`src/include/poly_settings.svh`:
```
//~~~~~~~~~~~~~~~~~~~~~~~~~~~~~~~~~~~~~~~~~~~~~~~~
// Polynomial coprocessor sizes and limits.
// Shared by the package and the RTL blocks.
//~~~~~~~~~~~~~~~~~~~~~~~~~~~~~~~~~~~~~~~~~~~~~~~~

`ifndef POLY_SETTINGS_SVH
`define POLY_SETTINGS_SVH

// Datapath widths.
`define POLY_WORD_SIZE 16          // Bits per coefficient.

// Memory sizes.
`define POLY_BUF_DEPTH 1024        // Words in the host data buffer.
`define POLY_SLOTS 8               // Polynomials held at once.
`define POLY_SLOT_WORDS 11         // Coefficient words reserved per slot.

// Instruction limits.
`define POLY_MAX_DEGREE 10         // Largest degree STP will accept.

// Result and status queues.
`define POLY_FIFO_DEPTH 16         // Words per FIFO.

`endif

```
`src/source/poly_pkg.sv`:
```
//~~~~~~~~~~~~~~~~~~~~~~~~~~~~~~~~~~~~~~~~~~~~~~~~
// Polynomial coprocessor package.
// Data types and status codes for all blocks.
//~~~~~~~~~~~~~~~~~~~~~~~~~~~~~~~~~~~~~~~~~~~~~~~~

`include "poly_settings.svh"

package poly_pkg;

	//~~~~~~~~~~~~~~~~~~~~~~~~~~~~~~~~~~~~~~~~~~~~~~~~
	// Data types.
	//~~~~~~~~~~~~~~~~~~~~~~~~~~~~~~~~~~~~~~~~~~~~~~~~

	typedef logic [`POLY_WORD_SIZE-1:0] coeff_t;                  // One coefficient.
	typedef logic [4:0] degree_t;                                  // Degree as issued.
	typedef logic [$clog2(`POLY_SLOTS)-1:0] slot_t;                // Slot index A.
	typedef logic [$clog2(`POLY_BUF_DEPTH)-1:0] buf_addr_t;        // Buffer address.

	// Coefficient RAM address, slots times words per slot.
	typedef logic [$clog2(`POLY_SLOTS * `POLY_SLOT_WORDS)-1:0] s_addr_t;

	typedef logic [31:0] fifo_word_t;                              // Result or status word.

	//~~~~~~~~~~~~~~~~~~~~~~~~~~~~~~~~~~~~~~~~~~~~~~~~
	// Status codes.
	//~~~~~~~~~~~~~~~~~~~~~~~~~~~~~~~~~~~~~~~~~~~~~~~~

	localparam fifo_word_t STATUS_OK = 32'h0000_0000;              // Instruction completed.
	localparam fifo_word_t STATUS_BAD_DEGREE = 32'h0000_0001;      // Degree above limit.
	localparam fifo_word_t STATUS_IDLE = 32'hffff_ffff;            // Nothing run since reset.

endpackage

```
`src/source/poly_dispatch.sv`:
```
//~~~~~~~~~~~~~~~~~~~~~~~~~~~~~~~~~~~~~~~~~~~~~~~~
// STP dispatch.
// Accepts start pulses when idle, holds the operands,
// tracks busy and owns the buffer cursor.
//~~~~~~~~~~~~~~~~~~~~~~~~~~~~~~~~~~~~~~~~~~~~~~~~

`timescale 1ns/1ps

module poly_dispatch (
	input  logic                clk,
	input  logic                rst,
	input  logic                stp_start,                    // Host issue pulse.
	input  poly_pkg::slot_t     stp_slot,
	input  poly_pkg::degree_t   stp_degree,
	input  logic                cursor_clr,                   // Rewind cursor to 0.
	input  logic                done,                         // Engine finished.
	input  poly_pkg::buf_addr_t cursor_next,
	output logic                go,                           // Engine start.
	output poly_pkg::slot_t     slot,
	output poly_pkg::degree_t   degree,
	output poly_pkg::buf_addr_t cursor,
	output logic                busy
);

	logic accept;

	assign accept = stp_start && !busy;                      // Drop starts while busy.

	// Busy flag, go pulse and cursor.
	always_ff @(posedge clk or negedge rst)
	begin
		if (!rst)
		begin
			busy   <= 1'b0;
			go     <= 1'b0;
			cursor <= '0;
		end
		else
		begin
			go <= accept;                            // One cycle after accept.
			if (accept)
				busy <= 1'b1;
			else if (done)
				busy <= 1'b0;
			if (cursor_clr)
				cursor <= '0;                        // Host rewind wins.
			else if (done)
				cursor <= cursor_next;
		end
	end

	// Operands, stable for the whole instruction.
	always_ff @(posedge clk)
	begin
		if (accept)
		begin
			slot   <= stp_slot;
			degree <= stp_degree;
		end
	end

	a_done_busy: assert property (@(posedge clk) disable iff (!rst) done |-> busy)
		else $error("poly_dispatch saw done with no instruction in flight");

endmodule

```
`config.mk`:
```
export PLATFORM = sky130hd
export DESIGN_NAME = poly_dispatch
export DESIGN_NICKNAME = d
export VERILOG_FILES = /design/src/source/poly_pkg.sv /design/src/source/poly_dispatch.sv
export VERILOG_INCLUDE_DIRS = /design/src /design/src/include
export SDC_FILE = /design/constraint.sdc
export NUM_CORES = 1
export LEC_CHECK = 0
export ABC_AREA = 0
export BUFFER_PORTS_ARGS = -buffer_cell sky130_fd_sc_hd__buf_4
export CORE_UTILIZATION = 43
export CTS_BUF_LIST = sky130_fd_sc_hd__clkbuf_16
export DETAILED_ROUTE_END_ITERATION = 8
export PLACE_DENSITY = 0.8
export SLEW_MARGIN = 25
export SYNTH_ARGS = -nofsm -noshare
export SYNTH_HDL_FRONTEND = slang
export SYNTH_SLANG_ARGS = --single-unit
```
`constraint.sdc`:
```
create_clock -name clk -period 3.5 [get_ports clk]
set_clock_uncertainty 0.1 [all_clocks]
set_input_delay 0.175 -clock clk [delete_from_list [all_inputs] [get_ports clk]]
set_output_delay 0.175 -clock clk [all_outputs]
set_load 0.02 [all_outputs]
```
==> results_dict.tcl <==
set metrics [dict create \
    outcome "complete, no violations" \
    end_kind "flop" \
    clkPwrFrac_pct 38.7 \
    yosys-top-cells-area "dfrtp_1, edfxtp_1, mux2i_1" \
    slowest_stage "nor2b_1" \
    grt_setup_unrepaired "no" \
    critPathTopFamily "simple AND/OR/NAND/NOR gates" \
    hold_viol_final 0 \
    post_dp_cell_area_um2 1030 \
    drt_first_pass_iters 2 \
    route.detailed.drc 0 \
    clock_path_buffers 2 \
    antenna_found_initial 0 \
    portBuffers 42 \
    combPwrFrac_pct 15.4 \
    die_area_um2 1820 \
    grt_first_pass_wirelength_um 2430 \
    diodes 0 \
    synthSimpleGateAreaFrac_pct 6.15 \
    start_util_pct 46.7 \
    grt.total_usage_pct 18.6 \
    hpwl_um 1170 \
    crit_arrival_ns 1.32 \
    ctsResizeCount 0 \
    synth_top_family_by_area "multiplexers" \
    dieWidth_um 42.7 \
    grt-ovfl-total 0 \
    max_slew.worst_pin.slew_ns 0.860 \
    synth_top_area_cell "dfrtp_1" \
    area_delta_synth_final_pct 60.1 \
    yosysWarnings 0 \
    wl_um 1610 \
    power.switching_mw 0.129 \
    final_area_um2 1140 \
    syn_avg_cell_area_um2 15.8 \
    synth.distinct_cells 9 \
    synth_compound_area_share_pct 1.05 \
    timing.final.crit_share_pct 44.4 \
    synthMuxAreaShare_pct 14.1 \
    powerDensity_nw_per_um2 515 \
    drtAntennaViolNets 0 \
    cpPeakStageDelay_ns 0.68 \
    clock_latency_ns 0.24 \
    setup_violations 0 \
    die_h_um 42.7 \
    grt_max_degree 13 \
    ff_latch_area_um2 541 \
    period_needed_ns 1.55 \
    viasPerCell 4.72 \
    setup_slack_ns 1.95 \
    cts-buffers-inserted 3 \
    path_cells "nor2b_1" \
    cts_sinks 20 \
    pin_count 43 \
    wl_per_cell_um 14.9 \
    drt_iter0_markers 3 \
    n_fill_cell 104 \
    ys_ff_latch 20 \
    cts_htree_levels 1 \
    p_int_mw 0.459 \
    max_freq_mhz 643 \
    power_leakage_nw 0.587 \
    row_count 14 \
    synth_fa_ha_area_share_pct 0 \
    num-nets-final 116 \
    path_max_fanout 10 \
    multi_input_area_um2 151 \
    synth_area_um2 712 \
    via_count 510 \
    clkTransAtPathRegs_ns 0.05 \
    drv_cap 0 \
    fp.coreArea_um2 1520 \
    layout-drive-gt1-share_pct 48.9 \
    cts_root_buffer "clkbuf_16" \
    postLayoutCoreUtil_pct 74.8 \
    synth_xor_area_share_pct 0 \
    cts_tree "done" \
    postCtsSetupRepairBufs 0 \
    p_seq_share_pct 45.9 \
    gp_congestion 0.695 \
    crit_buf_inv 0 \
    ys_seq_area_share_pct 75.9 \
    synth_top_cell_area_share_pct 42.2 \
    place_ws_ns 1.98 \
    critPathLaunchType "flop" \
    finalMaxSlewViolations 0 \
    swShare_pct 21.9 \
    vdd_drop_max_mv 0.501 \
    cp.required_ns 3.27 \
    fin_tns_setup_ns 0 \
    hold_path.class "in2reg" \
    synthCells 45 \
    relSlewSlack_pct 42.5 \
    cts_hold_buf 1 \
    path_class "reg2reg" \
    first_global_vias 544 \
    synthesis.nets 68 \
]
## logic make-up (layout without fill, tap and decap cells)
group	count (synthesis)	count (layout)
multiplexers	10	10
AND/OR/NAND/NOR	11	11
flip-flops	20	20
buffers and inverters	3	50
AO/OA/AOI/OAI	1	1
## power groups by stage
stage          Combinational (mW)  Sequential, mW  Clock, mW
2_1_floorplan              0.0192           0.294          0
3_3_place_gp               0.0854           0.273          0
3_5_place_dp               0.0886           0.274          0
4_1_cts                    0.0900           0.270      0.228
5_1_grt                    0.0965           0.271      0.240
6_report                   0.0907           0.270      0.227
## cell usage in the layout (no fill, tap or decap)
cell	Yosys	routed
dlygate4sd3_1	0	3
edfxtp_1	8	8
buf_4	0	42
mux2i_1	10	10
dfrtp_1	12	12
clkbuf_16	0	3
a21o_1	1	1
nor2b_1	1	1
inv_1	1	2
nor2_1	10	10
## routing by layer
layer / global-route usage (%) / vias to the layer above / wire [um]
met1: 21.3 / 243 / 615
met5: 0 / - / 0
met2: 33.9 / 17 / 894
li1: - / 246 / -
met4: 8.13 / 0 / 38
met3: 2.55 / 4 / 55
## cell usage after synthesis
cell       n
buf_6      1
nor2b_1    1
mux2i_1   10
a21o_1     1
nor2_1    10
edfxtp_1   8
inv_1      1
dfrtp_1   12
clkbuf_2   1
## state kept, by name (all words and copies together), names as in the netlist
register / flops
degree: 5
busy: 1
go: 1
slot: 3
cursor: 10
## cell type report
class / instances / share of cell area [%]
clock inverters: 1 / 0.329
repair buffers: 45 / 30.3
flip-flops and latches: 20 / 47.4
multi-input cells: 22 / 13.3
well taps: 16 / 1.76
inverters: 1 / 0.329
clock buffers: 3 / 6.59
## path summary, 6_finish.rpt
check                                       from               endpoint  slack (ns)  depth (start not counted)
max in group asynchronous                    rst  cursor[4]$_DFFE_PN0P_        2.94                          2
setup reg to reg                busy$_DFFE_PN0P_    degree[4]$_DFFE_PP_        1.95                          1
min in group asynchronous                    rst       busy$_DFFE_PN0P_        0.21                          2
setup / recovery                busy$_DFFE_PN0P_    degree[4]$_DFFE_PP_        1.95                          1
hold reg to reg            cursor[2]$_DFFE_PN0P_  cursor[2]$_DFFE_PN0P_        0.42                          2
hold / removal                     stp_degree[2]    degree[2]$_DFFE_PP_       0.004                          1
## stage by stage
stage	total power, mW	hold WS, ns	instances
after CTS	0.588	0.00264	106
final	0.587	0.00398	108
after floorplan	0.313	-0.221	45
after detailed placement	0.362	-0.0769	101
after global routing	0.607	0.000101	108
after global placement	0.358	-0.0826	101
Note: power is estimated with default switching activity, not from simulation.
