**config.mk**
```make
export PLATFORM = sky130hd
export DESIGN_NAME = poly_fifo
export DESIGN_NICKNAME = d
export VERILOG_FILES = /design/src/source/poly_pkg.sv /design/src/source/poly_fifo.sv
export VERILOG_INCLUDE_DIRS = /design/src /design/src/include
export SDC_FILE = /design/constraint.sdc
export NUM_CORES = 1
export LEC_CHECK = 0
export ABC_CLOCK_PERIOD_IN_PS = 6100
export BUFFER_PORTS_ARGS = -buffer_cell sky130_fd_sc_hd__buf_4
export CORE_AREA = 2 2 194 196
export DETAILED_ROUTE_END_ITERATION = 6
export DIE_AREA = 0 0 196 198
export HOLD_SLACK_MARGIN = 0.02
export PLACE_DENSITY = 0.68
export SYNTH_ARGS = -nofsm -noshare
export SYNTH_HDL_FRONTEND = slang
export SYNTH_SLANG_ARGS = --single-unit
```
**constraint.sdc**
```tcl
create_clock -name clk -period 6.1 [get_ports clk]
set_input_delay 0.915 -clock clk [delete_from_list [all_inputs] [get_ports clk]]
set_output_delay 0.915 -clock clk [all_outputs]
set_load 0.01 [all_outputs]
```
**src/include/poly_settings.svh**
```systemverilog
//~~~~~~~~~~~~~~~~~~~~~~~~~~~~~~~~~~~~~~~~~~~~~~~~
// Polynomial coprocessor sizes and limits.
// Shared by the package and the RTL blocks.
//~~~~~~~~~~~~~~~~~~~~~~~~~~~~~~~~~~~~~~~~~~~~~~~~

`ifndef POLY_SETTINGS_SVH
`define POLY_SETTINGS_SVH

// Datapath widths.
`define POLY_WORD_SIZE 16          // Bits per coefficient.

// Memory sizes.
`define POLY_BUF_DEPTH 1024        // Words in the host data buffer.
`define POLY_SLOTS 8               // Polynomials held at once.
`define POLY_SLOT_WORDS 11         // Coefficient words reserved per slot.

// Instruction limits.
`define POLY_MAX_DEGREE 10         // Largest degree STP will accept.

// Result and status queues.
`define POLY_FIFO_DEPTH 16         // Words per FIFO.

`endif

```
**src/source/poly_pkg.sv**
```systemverilog
//~~~~~~~~~~~~~~~~~~~~~~~~~~~~~~~~~~~~~~~~~~~~~~~~
// Polynomial coprocessor package.
// Data types and status codes for all blocks.
//~~~~~~~~~~~~~~~~~~~~~~~~~~~~~~~~~~~~~~~~~~~~~~~~

`include "poly_settings.svh"

package poly_pkg;

	//~~~~~~~~~~~~~~~~~~~~~~~~~~~~~~~~~~~~~~~~~~~~~~~~
	// Data types.
	//~~~~~~~~~~~~~~~~~~~~~~~~~~~~~~~~~~~~~~~~~~~~~~~~

	typedef logic [`POLY_WORD_SIZE-1:0] coeff_t;                  // One coefficient.
	typedef logic [4:0] degree_t;                                  // Degree as issued.
	typedef logic [$clog2(`POLY_SLOTS)-1:0] slot_t;                // Slot index A.
	typedef logic [$clog2(`POLY_BUF_DEPTH)-1:0] buf_addr_t;        // Buffer address.

	// Coefficient RAM address, slots times words per slot.
	typedef logic [$clog2(`POLY_SLOTS * `POLY_SLOT_WORDS)-1:0] s_addr_t;

	typedef logic [31:0] fifo_word_t;                              // Result or status word.

	//~~~~~~~~~~~~~~~~~~~~~~~~~~~~~~~~~~~~~~~~~~~~~~~~
	// Status codes.
	//~~~~~~~~~~~~~~~~~~~~~~~~~~~~~~~~~~~~~~~~~~~~~~~~

	localparam fifo_word_t STATUS_OK = 32'h0000_0000;              // Instruction completed.
	localparam fifo_word_t STATUS_BAD_DEGREE = 32'h0000_0001;      // Degree above limit.
	localparam fifo_word_t STATUS_IDLE = 32'hffff_ffff;            // Nothing run since reset.

endpackage

```
**src/source/poly_fifo.sv**
```systemverilog
//~~~~~~~~~~~~~~~~~~~~~~~~~~~~~~~~~~~~~~~~~~~~~~~~
// Result and status word FIFO.
// Circular buffer, head word shown combinationally.
// Pushes while full are dropped.
//~~~~~~~~~~~~~~~~~~~~~~~~~~~~~~~~~~~~~~~~~~~~~~~~

`timescale 1ns/1ps

`include "poly_settings.svh"

module poly_fifo #(
	parameter int DEPTH = `POLY_FIFO_DEPTH                    // Words held.
) (
	input  logic                 clk,
	input  logic                 rst,
	input  logic                 push,                        // Write strobe.
	input  poly_pkg::fifo_word_t push_data,
	input  logic                 pop,                         // Remove head word.
	output poly_pkg::fifo_word_t head_data,                   // Oldest word.
	output logic                 empty
);
	import poly_pkg::*;

	localparam int PTR_BITS = $clog2(DEPTH);                 // Pointer width.
	localparam int CNT_BITS = $clog2(DEPTH + 1);             // Count reaches DEPTH.

	fifo_word_t          mem [DEPTH];                        // Word storage.
	logic [PTR_BITS-1:0] rd_ptr;                             // Head position.
	logic [PTR_BITS-1:0] wr_ptr;                             // Next free position.
	logic [CNT_BITS-1:0] count;                              // Words held.
	logic                full;
	logic                do_push;
	logic                do_pop;

	// Pointer advance with wrap at DEPTH.
	function automatic logic [PTR_BITS-1:0] next_ptr(input logic [PTR_BITS-1:0] ptr);
		if (ptr == PTR_BITS'(DEPTH - 1))
			return '0;
		return ptr + 1'b1;
	endfunction

	assign full      = (count == CNT_BITS'(DEPTH));
	assign empty     = (count == '0);
	assign do_push   = push && !full;                        // Drop when full.
	assign do_pop    = pop && !empty;                        // Ignore when empty.
	assign head_data = mem[rd_ptr];

	// Storage write.
	always_ff @(posedge clk)
	begin
		if (do_push)
			mem[wr_ptr] <= push_data;
	end

	// Pointers and fill count.
	always_ff @(posedge clk or negedge rst)
	begin
		if (!rst)
		begin
			rd_ptr <= '0;
			wr_ptr <= '0;
			count  <= '0;
		end
		else
		begin
			if (do_push)
				wr_ptr <= next_ptr(wr_ptr);
			if (do_pop)
				rd_ptr <= next_ptr(rd_ptr);
			case ({do_push, do_pop})
				2'b10:   count <= count + 1'b1;      // Push only.
				2'b01:   count <= count - 1'b1;      // Pop only.
				default: count <= count;             // Both or neither.
			endcase
		end
	end

	a_push_full: assert property (@(posedge clk) disable iff (!rst) push |-> !full)
		else $error("poly_fifo push while full, word dropped");
	a_pop_empty: assert property (@(posedge clk) disable iff (!rst) pop |-> !empty)
		else $error("poly_fifo pop while empty");

endmodule

```
==> summary by stage <==
Floorplanning
Row generation in the floorplan step produced 71 rows. The floorplan step set the die height to 198 um. The number of ports placed on the die boundary is a little under 70. The core region is 37,000 um^2.

The horizontal die dimension is 196 um. The die covers 38,800 um^2. For this configuration, the core starts out at a cell density of 54.0%.

Setup path
The data required time at the worst endpoint is approximately 5.2 ns. Grouping stages by cell kind, the critical path spends the most delay in flip-flops. Among the stages of the critical path, the cell type that occurs most often is buf_4. The classification of the worst setup path is reg -> out.

The slowest cell on the critical path is dfrtp_4. The number of cells on the worst reg-to-reg path is 5. For this run, the slowest stage of the critical path takes 0.88 ns. The signal on the critical path passes through buf_4 > mux4_2 > o22ai_1 > nor2_1 > buf_4.

The buffer and inverter count on the worst path is 2. STA classifies the critical path endpoint as a primary output. The number of gates on the worst path with buffers counted is 5. STA classifies the critical path startpoint as a flop. In this run the worst path has a maximum fanout of 36.

At the worst endpoint, the arrival time is 3.27 ns.

Timing
The count of final max-slew check failures is 0. Setup repair after global routing left no endpoint under its margin. The portion of the clock cycle consumed by the worst path in the final layout is between 60 and 70%. The setup TNS after final layout is 0 ns. Measured against its own limit, the worst slew margin works out to 25.0%. For the pin with the worst max-slew slack, the measured transition is 1.13 ns. The number of failing setup endpoints in the final timing report is 0.

The clock arrives with 0.0109 ns of skew. The maximum clock frequency is 239 MHz. The count of endpoints failing hold in the final timing report came to 0. The time the final worst path needs with I/O delays and setup is 4.18 ns. The final worst-path setup slack is ~1.9 ns.

Pwr
Across the VDD grid, the largest voltage drop is 0.000339 V. Power spread over the standard cell area amounts to 462 nW/um^2. For this design the static power due to leakage is 7.20 nW.

Final layout
The post-route netlist has 31.1% of its cells at a drive strength greater than 1. Summing all multi-input logic gate instances after layout gives 4080 um^2. From synthesis to final layout, the design area changed by 13.8%. The final core utilization is 61.5%. After filler insertion, the fill cell instance count of the layout stands at between 2k and 3k. The count of placed standard cells in the final layout, fillers left out is about 1.5k. The sequential cell area in the final layout is 15,700 um^2. The final standard cell area without fillers is 22,700 um^2. At the end of the flow, the number of nets in the layout was 1,029. The number of diodes is 0.

Outcome
The flow ran to the end, and the final reports show no timing, DRC or antenna violations.

Route
The routed wire length is 40,900 um. In this run, the number of DRC markers left after iteration 0 of detailed routing was 803. The detailed router put a total of 17,400 um of wire on met1. Dividing the detail-routed wire length by the instance count gives 27.4 um. The number of detailed-route iterations in the first pass is 4. The residual DRC count is 0. Wire segments on met3 add up to ~2600 um in the final route. In this run the remaining antenna-violating nets after routing total 0. The routed via count is 9,250. The uppermost signal routing layer after detailed routing is met4.

Dividing the detail-routed via count by the number of cells gives between 6 and 7. The detailed route wirelength on metal2 is 20,100 um.

Clock network
After clock tree synthesis, the clock-pin slew on the worst setup and hold paths is 0.06 ns. The number of instances resized during post-cts repair is 0. The clock net in this run drives a total of 525 sinks. The number of hold buffers added after CTS was 0. TritonCTS created 51 clock buffers. The worst-case clock buffer depth is 3. The TritonCTS clock tree is done. The clock insertion delay at the later pin of the skew report is 0.57 ns.

The H-tree depth is 2. The tree is rooted in a clkbuf_16. Buffers added to address setup during post-CTS repair amount to 0.

Synthesis
The post-synthesis share of cell area spent on and, or, nand and nor gates is under 10%. The unique cell type count in the Yosys netlist is 37. After synthesis, the share of cell area in mux cells is 14.5%.

The top cell type's share of synthesized area is 77.1%. For this run, the leading register cell type out of synthesis is edfxtp_1. Synthesis inferred 525 register bits. The proportion of synthesized chip area in sequential cells is 78.7%. The share of synthesized flip-flops with an asynchronous set or reset is under 10%. By area, the combinational part of the netlist is dominated by multiplexers. Of the total synthesized cell area, the portion taken by full adders, half adders and majority gates is 0.665%. edfxtp_1 takes more of the synthesized area than any other cell.

Sorting the synthesized cells by how often they occur yields edfxtp_1 (512), mux4_2 (128), o22ai_1 (64), nor2_1 (45), buf_2 (18). Counting flops with a built-in enable in the synthesized netlist gives 512. In the post-synthesis netlist, the biggest area contributors are edfxtp_1 (77%), mux4_2 (14%), o22ai_1 (2.0%).

The synthesized netlist devotes approximately 2.7% of its cell area to compound gates. The area of the mapped netlist is about 20,000 um^2. In the post-synthesis netlist, the cell with the most instances is edfxtp_1. The synthesized area divided by synthesized cell count is 22.4 um^2.

The total of warnings raised by yosys is 0. Synthesis produced a netlist with a net count of 935. The synthesized-area fraction occupied by xor and xnor cells is less than 1%. Counting every instance in the synthesized netlist gives 889.

Global route
The overall routing resource usage is 21.9%. The first global-routing pass estimated ~60,000 um of wire. The total global routing overflow is 0. The maximum number of pins on one net before global-route repair is 89. The number of global-route vias before repair came to 9,568.

The initial antenna violation count came to 0.

Job
The max capacitance violation total is 0.

Placement
Including well taps, the total number of placed cells is roughly 1.4k. The standard cell area after detailed placement is between 20,000 and 25,000 um^2. The weighted congestion at the end of routability-driven global placement is between 0.7 and 0.8. The worst slack at placement is 2.39 ns. The count of buffers added on input and output ports is 68.

The HPWL after detailed placement is 21,000 um.

Worst hold path
The kind of path behind the tightest hold check is in -> async.
path summary, 6_finish.rpt:
path	start	to	slack (ns)
setup / recovery	rd_ptr[0]	head_data[18]	1.92
hold / removal	rst	count[4]	0.18
setup reg to reg	count[0]	mem[0][22]	2.95
hold reg to reg	count[2]	count[2]	0.52
max in group asynchronous	rst	rd_ptr[2]	5.73
min in group clk	count[2]	count[2]	0.52
cell usage in the layout (no fill, tap or decap), types with 3 or more instances in the layout:
master	count
dfrtp_4	3
clkinv_2	9
edfxtp_1	512
ha_1	9
clkbuf_1	8
dfrtp_1	10
clkbuf_16	53
nor2_4	12
clkinvlp_4	4
nor3_2	4
inv_1	7
mux4_2	128
bufinv_16	4
o21ai_0	7
clkinv_1	12
buf_4	89
o22ai_1	64
a21o_1	3
nand2_1	16
xnor2_1	5
nor2_1	33
per-layer routing:
layer  vias up  GRT usage (%)
met3        69           3.54
met1      4933           31.1
met2       300           36.0
li1       3948              -
met5         -              0
met4         0           6.12
metrics by stage:
stage	power (mW)	hold slack, ns
5_1_grt	10.9	0.178
4_1_cts	10.6	0.162
6_report	10.5	0.180
3_5_place_dp	7.58	0.508
2_1_floorplan	6.53	0.479
3_3_place_gp	7.53	0.503
worst register-to-register path, stage by stage, from the launching register on:
cell and delay [ns]:
dfrtp_1 0.43, or4_4 0.19, o21a_1 0.34, nand2_1 0.32, nor3_2 0.91, buf_4 0.57
layout make-up:
cell class                 count  area share [%]
clock buffer                  61            5.97
clock inverter                31            1.13
inverter                       7           0.116
multi-input combinational    308            18.0
sequential                   525            69.2
tap                          474            2.61
timing repair buffer          90            3.03
logic make-up (layout without fill, tap and decap cells):
| kind of cell | count (synthesis) | after routing |
|---|---|---|
| DFF | 525 | 525 |
| muxes | 129 | 129 |
| AOI/OAI and AO/OA | 83 | 83 |
| and+or+nand+nor | 81 | 81 |
| buffers and inverters | 56 | 189 |
| adders and majority gates | 10 | 10 |
| xor gates and xnor gates | 5 | 5 |
where the power goes:
group / total, mW / switching [mW] / leakage, nW / internal, mW
registers: 4.55 / 0.222 / 4.78 / 4.33
clock network: 3.04 / 1.28 / 0.782 / 1.75
logic: 2.90 / 1.54 / 1.64 / 1.36
total: 10.5 / 3.05 / 7.20 / 7.44
state kept, by name (all words and copies together) (netlist names):
signal / count
wr_ptr: 4
rd_ptr: 4
mem: 512
count: 5
Power figures use the tool's default switching activity.
