**src/include/poly_settings.svh**
```systemverilog
//~~~~~~~~~~~~~~~~~~~~~~~~~~~~~~~~~~~~~~~~~~~~~~~~
// Polynomial coprocessor sizes and limits.
// Shared by the package and the RTL blocks.
//~~~~~~~~~~~~~~~~~~~~~~~~~~~~~~~~~~~~~~~~~~~~~~~~

`ifndef POLY_SETTINGS_SVH
`define POLY_SETTINGS_SVH

// Datapath widths.
`define POLY_WORD_SIZE 16          // Bits per coefficient.

// Memory sizes.
`define POLY_BUF_DEPTH 1024        // Words in the host data buffer.
`define POLY_SLOTS 8               // Polynomials held at once.
`define POLY_SLOT_WORDS 11         // Coefficient words reserved per slot.

// Instruction limits.
`define POLY_MAX_DEGREE 10         // Largest degree STP will accept.

// Result and status queues.
`define POLY_FIFO_DEPTH 16         // Words per FIFO.

`endif

```
**src/source/poly_pkg.sv**
```systemverilog
//~~~~~~~~~~~~~~~~~~~~~~~~~~~~~~~~~~~~~~~~~~~~~~~~
// Polynomial coprocessor package.
// Data types and status codes for all blocks.
//~~~~~~~~~~~~~~~~~~~~~~~~~~~~~~~~~~~~~~~~~~~~~~~~

`include "poly_settings.svh"

package poly_pkg;

	//~~~~~~~~~~~~~~~~~~~~~~~~~~~~~~~~~~~~~~~~~~~~~~~~
	// Data types.
	//~~~~~~~~~~~~~~~~~~~~~~~~~~~~~~~~~~~~~~~~~~~~~~~~

	typedef logic [`POLY_WORD_SIZE-1:0] coeff_t;                  // One coefficient.
	typedef logic [4:0] degree_t;                                  // Degree as issued.
	typedef logic [$clog2(`POLY_SLOTS)-1:0] slot_t;                // Slot index A.
	typedef logic [$clog2(`POLY_BUF_DEPTH)-1:0] buf_addr_t;        // Buffer address.

	// Coefficient RAM address, slots times words per slot.
	typedef logic [$clog2(`POLY_SLOTS * `POLY_SLOT_WORDS)-1:0] s_addr_t;

	typedef logic [31:0] fifo_word_t;                              // Result or status word.

	//~~~~~~~~~~~~~~~~~~~~~~~~~~~~~~~~~~~~~~~~~~~~~~~~
	// Status codes.
	//~~~~~~~~~~~~~~~~~~~~~~~~~~~~~~~~~~~~~~~~~~~~~~~~

	localparam fifo_word_t STATUS_OK = 32'h0000_0000;              // Instruction completed.
	localparam fifo_word_t STATUS_BAD_DEGREE = 32'h0000_0001;      // Degree above limit.
	localparam fifo_word_t STATUS_IDLE = 32'hffff_ffff;            // Nothing run since reset.

endpackage

```
**src/source/stp_engine.sv**
```systemverilog
//~~~~~~~~~~~~~~~~~~~~~~~~~~~~~~~~~~~~~~~~~~~~~~~~
// STP execution engine.
// Checks the degree, writes the degree RAM and copies
// N+1 buffer words into the slot, then reports.
//~~~~~~~~~~~~~~~~~~~~~~~~~~~~~~~~~~~~~~~~~~~~~~~~

`timescale 1ns/1ps

`include "poly_settings.svh"

module stp_engine (
	input  logic                 clk,
	input  logic                 rst,
	input  logic                 go,                          // Start pulse from dispatch.
	input  poly_pkg::slot_t      slot,                        // Target slot A.
	input  poly_pkg::degree_t    degree,                      // Degree N.
	input  poly_pkg::buf_addr_t  cursor,                      // First buffer word.
	input  poly_pkg::coeff_t     buf_rd_data,                 // Buffer read return.
	output logic                 buf_rd_en,
	output poly_pkg::buf_addr_t  buf_rd_addr,
	output logic                 s_wr_en,
	output poly_pkg::s_addr_t    s_wr_addr,
	output poly_pkg::coeff_t     s_wr_data,
	output logic                 n_wr_en,
	output poly_pkg::slot_t      n_wr_addr,
	output poly_pkg::degree_t    n_wr_data,
	output logic                 result_push,
	output logic                 status_push,
	output poly_pkg::fifo_word_t result_word,
	output poly_pkg::fifo_word_t status_word,
	output logic                 done,                        // One cycle, end of STP.
	output poly_pkg::buf_addr_t  cursor_next                  // Cursor after this STP.
);
	import poly_pkg::*;

	typedef enum logic [2:0] {
		ST_IDLE,                                         // Waiting for go.
		ST_CHECK,                                        // Degree test.
		ST_FIRST_READ,                                   // Degree write, first read.
		ST_COPY,                                         // One coefficient per cycle.
		ST_ERROR,                                        // Illegal degree.
		ST_END                                           // Push words, pulse done.
	} state_t;

	state_t     state;
	state_t     state_nxt;
	buf_addr_t  rd_ptr;                                      // Next buffer address.
	s_addr_t    slot_base;                                   // Slot times 11.
	s_addr_t    offset;                                      // Coefficient being written.
	fifo_word_t result_q;
	fifo_word_t status_q;
	logic       bad_degree;
	logic       last_word;

	assign bad_degree = (degree > degree_t'(`POLY_MAX_DEGREE));
	assign last_word  = (offset == s_addr_t'(degree));       // Offset N reached.

	//~~~~~~~~~~~~~~~~~~~~~~~~~~~~~~~~~~~~~~~~~~~~~~~~
	// Next state.
	//~~~~~~~~~~~~~~~~~~~~~~~~~~~~~~~~~~~~~~~~~~~~~~~~

	always_comb
	begin
		state_nxt = state;
		case (state)
			ST_IDLE:
			begin
				if (go)
					state_nxt = ST_CHECK;
			end
			ST_CHECK:
			begin
				if (bad_degree)
					state_nxt = ST_ERROR;
				else
					state_nxt = ST_FIRST_READ;
			end
			ST_FIRST_READ:
				state_nxt = ST_COPY;
			ST_COPY:
			begin
				if (last_word)
					state_nxt = ST_END;       // All N+1 written.
			end
			ST_ERROR:
				state_nxt = ST_END;
			default:
				state_nxt = ST_IDLE;              // End and illegal codes.
		endcase
	end

	//~~~~~~~~~~~~~~~~~~~~~~~~~~~~~~~~~~~~~~~~~~~~~~~~
	// State and working registers.
	//~~~~~~~~~~~~~~~~~~~~~~~~~~~~~~~~~~~~~~~~~~~~~~~~

	always_ff @(posedge clk or negedge rst)
	begin
		if (!rst)
		begin
			state     <= ST_IDLE;
			rd_ptr    <= '0;
			slot_base <= '0;
			offset    <= '0;
			result_q  <= '0;
			status_q  <= STATUS_IDLE;                // No instruction yet.
		end
		else
		begin
			state <= state_nxt;
			if (state == ST_IDLE && go)
				rd_ptr <= cursor;                    // Snapshot of the cursor.
			else if (buf_rd_en)
				rd_ptr <= rd_ptr + buf_addr_t'(1);   // Step per read.
			if (state == ST_FIRST_READ)
			begin
				slot_base <= s_addr_t'(slot) * s_addr_t'(`POLY_SLOT_WORDS);
				offset    <= '0;
				result_q  <= fifo_word_t'(1);        // Success.
				status_q  <= STATUS_OK;
			end
			if (state == ST_COPY && !last_word)
				offset <= offset + s_addr_t'(1);
			if (state == ST_ERROR)
			begin
				result_q <= '0;                      // Failure.
				status_q <= STATUS_BAD_DEGREE;
			end
		end
	end

	//~~~~~~~~~~~~~~~~~~~~~~~~~~~~~~~~~~~~~~~~~~~~~~~~
	// Outputs, decoded from state.
	//~~~~~~~~~~~~~~~~~~~~~~~~~~~~~~~~~~~~~~~~~~~~~~~~

	// Read ahead stops once offset N is on the write side.
	assign buf_rd_en   = (state == ST_FIRST_READ) || (state == ST_COPY && !last_word);
	assign buf_rd_addr = rd_ptr;
	assign s_wr_en     = (state == ST_COPY);
	assign s_wr_addr   = slot_base + offset;
	assign s_wr_data   = buf_rd_data;                        // Word read last cycle.
	assign n_wr_en     = (state == ST_FIRST_READ);
	assign n_wr_addr   = slot;
	assign n_wr_data   = degree;
	assign result_push = (state == ST_END);
	assign status_push = (state == ST_END);
	assign result_word = result_q;
	assign status_word = status_q;
	assign done        = (state == ST_END);
	assign cursor_next = rd_ptr;                             // Unmoved on error.

	// An illegal degree leaves both RAMs untouched up to done.
	a_no_write_on_error: assert property (@(posedge clk) disable iff (!rst)
		(state == ST_CHECK && bad_degree) |=> (!s_wr_en && !n_wr_en) until_with done)
		else $error("stp_engine wrote a RAM for an illegal degree");

endmodule

```
**config.mk**
```make
export PLATFORM = sky130hd
export DESIGN_NAME = stp_engine
export DESIGN_NICKNAME = d
export VERILOG_FILES = /design/src/source/poly_pkg.sv /design/src/source/stp_engine.sv
export VERILOG_INCLUDE_DIRS = /design/src /design/src/include
export SDC_FILE = /design/constraint.sdc
export NUM_CORES = 1
export LEC_CHECK = 0
export BUFFER_PORTS_ARGS = -buffer_cell sky130_fd_sc_hd__buf_2
export CAP_MARGIN = 20
export CORE_MARGIN = 1.5
export CORE_UTILIZATION = 48
export CTS_CLUSTER_DIAMETER = 80
export DETAILED_ROUTE_END_ITERATION = 6
export HOLD_SLACK_MARGIN = 0.15
export PLACE_DENSITY = 0.87
export SLEW_MARGIN = 30
export SYNTH_ARGS = -nofsm -noshare
export SYNTH_HDL_FRONTEND = slang
export SYNTH_SLANG_ARGS = --single-unit
export TNS_END_PERCENT = 1
```
**constraint.sdc**
```tcl
create_clock -name clk -period 4.5 [get_ports clk]
set_input_delay 0 -clock clk [delete_from_list [all_inputs] [get_ports clk]]
set_output_delay 0 -clock clk [all_outputs]
set_load 0.1 [all_outputs]
```
==> results.yml <==
timing:
  tns_ns: 0
  drv_slew: 0
  hold_violations: 0
  fin_crit_sh_pct: 56.4
  tightest_slew_ns: 0.979
  finalSetupViolations: 0
  clock.fmax_ghz: 0.394
  rsz0062_at_grt: "no"
  slew_headroom_pct: 34.5
  skew_ns: 0.0103
  layout_min_cycle_time_ns: 2.54
placed_design:
  gp_congestion: 0.790
  portBuffers: 94
  dp_hpwl_mm: 3.91
setup_path:
  reg2reg_depth: 5
  start_kind: "flip-flop"
  crit_path_end_kind: "primary output"
  worst-path-max-fanout: 6
  cp_data_arrival_time_ns: 2.54
  worstPathRequired_ns: 4.50
  crit_type: "flip-flop to primary output"
final_layout:
  antenna_cells: 0
  nets: 422
  drive_above_1_share_pct: 31.1
  syn_to_final_growth_pct: 12.3
  fin_util_pct: 55.3
logic_synthesis:
  netlist.area_leader.share_pct: 27.0
  synth_compound_area_share_pct: 11.7
  synth_xor_area_share_pct: 6.17
  synth_top_family_by_area: "buffers and inverters"
  yosys-top-cells-area: "buf_4 27%, dfrtp_1 26%, ha_1 6.5%"
  yosysTopAreaCell: "buf_4"
  yosysUniqueCellTypes: 43
  synth_most_common_cell: "buf_4"
  synthCells: 310
  synthArstFlopShare_pct: 100
  synth_edf_count: 0
  ys.flop_type: "dfrtp_1"
  yosys.area_share.simple_pct: 13.3
  ys_seq_elements: 30
  avgSynthCellArea_sq_um: 8.69
  syn-cell-area_sq_um: 2700
  yosysSeqAreaShare_pct: 27.9
  synth_mux_area_share_pct: 2.46
  yosys-top-cells-count: "97 x buf_4, 28 x dfrtp_1, 27 x o21ai_0"
  synth-adder-area-share_pct: 7.99
  synth-warning-count: 0
floorplanning:
  die_area_sq_um: 6070
  rows: 27
  die_h_um: 77.9
  start_util_pct: 49.2
  die_w_um: 77.9
  num_io_pins: 158
  core-area_sq_um: 5470
clock_network:
  insertion_delay_ns: 0.28
  clockRootBuffer: "clkbuf_8"
  htree_levels: 2
  tritoncts: "yes"
  clock_path_buffers: 2
  clk_pin_slew_ns: 0.07
  cts.sinks: 30
  cts_made_buffers: 5
min_path:
  worstHoldPathType: "input port to flip-flop"
  hold_depth: 4
global_route:
  grt.total_usage_pct: 17.3
  overflow: 0
  grt_pass1_vias: 1881
  grt_max_degree: 33
  grt_pass1_wl_mm: 8.34
  antenna_found_initial: 0
detailed_routing:
  ant_nets: 0
  vias_per_cell: 4.74
  wl_per_cell_um: 12.3
  dr.pass1.iters: 4
  route.detailed.drc: 0
  vias: 2093
  totalWireLength_mm: 5.43
  drtIter0Drc: 143
run:
  drv_cap: 0
status:
  status: "completed"
==> critical path: stages, from the launching register on <==
cell,delay [ns]
dfrtp_1,0.43
ha_1,0.20
inv_1,0.06
fa_1,0.40
nor2b_1,0.13
o21ai_0,0.10
a21oi_1,0.25
or4_1,0.14
and3_1,0.13
buf_2,0.42
==> repair_timing <==
action                                 4_1_cts  5_1_grt
resized for setup                            0        0
setup endpoints to repair                    0        0
buffers inserted                             0        0
endpoints found under the hold margin       59        0
hold buffers                                32        0
==> cell type report <==
| type | count | area (sq um) |
|---|---|---|
| Fill cell | 505 | 2450 |
| Multi-Input combinational cell | 192 | 1240 |
| Timing Repair Buffer | 126 | 791 |
| Sequential cell | 30 | 753 |
| Tap cell | 72 | 90.1 |
| Clock buffer | 6 | 82.6 |
| Inverter | 14 | 52.6 |
| Clock inverter | 2 | 12.5 |
==> per-stage QoR <==
| step | hold slack, ns | worst slack [ns] | cells | cell area, sq um |
|---|---|---|---|---|
| after detailed placement | 0.000681 | 2.22 | 402 | 2610 |
| after global placement | 0.000681 | 2.33 | 402 | 2600 |
| final | 0.183 | 1.96 | 442 | 3030 |
| after floorplan | -0.296 | 1.85 | 340 | 2810 |
| after global routing | 0.216 | 1.80 | 442 | 3030 |
| after CTS | 0.179 | 1.94 | 442 | 3030 |
==> metal layers <==
layer	GRT usage, %	routed length, um	share of wire (%)
met5	0	0	0
met3	4.59	434	8.0
met4	4.11	53	0.98
met2	31.9	2730	50
met1	19.7	2210	41
==> placed cells by master, fill, tap and decap left out, types with 3 or more instances in the layout <==
master          n
clkbuf_8        6
nand2_1        12
mux2_2          5
nand4_1         3
o21ai_0        27
or3_1           5
xnor2_1        10
nor2_1         14
a21oi_1         9
ha_1           14
nand2b_1        4
and3_1          4
nor2b_1         5
xor2_1          9
dlygate4sd3_1  32
dfrtp_1        28
conb_1         31
buf_2          94
inv_1          14
a31oi_1         7
nand3_1         7
a211oi_1        3
==> sequential cells by signal, summed over array words and instances, names as in the netlist <==
signal and cells:
buf_rd_addr 10, offset 7, result_word 1, slot_base 7, state 3, status_word 2
==> kinds of logic after synthesis <==
family | Yosys count
xor gates and xnor gates | 19
and+or+nand+nor | 65
adders and majority gates | 16
other | 1
muxes | 6
AOI/OAI and AO/OA | 55
buffers and inverters | 118
DFF | 30
==> path summary, 6_finish.rpt <==
path,startpoint,to,slack (ns)
min in group asynchronous,rst,buf_rd_addr[4],0.30
max in group asynchronous,rst,slot_base[1],3.74
max reg2reg,offset[3],buf_rd_addr[1],2.49
min,degree[3],state[1],0.18
max,offset[0],s_wr_addr[6],1.96
min reg2reg,status_word[0],status_word[0],0.50
Power is left out: the tool's default activity adds up to more than one toggle a clock period on the data nets, which glitch-free logic cannot reach.
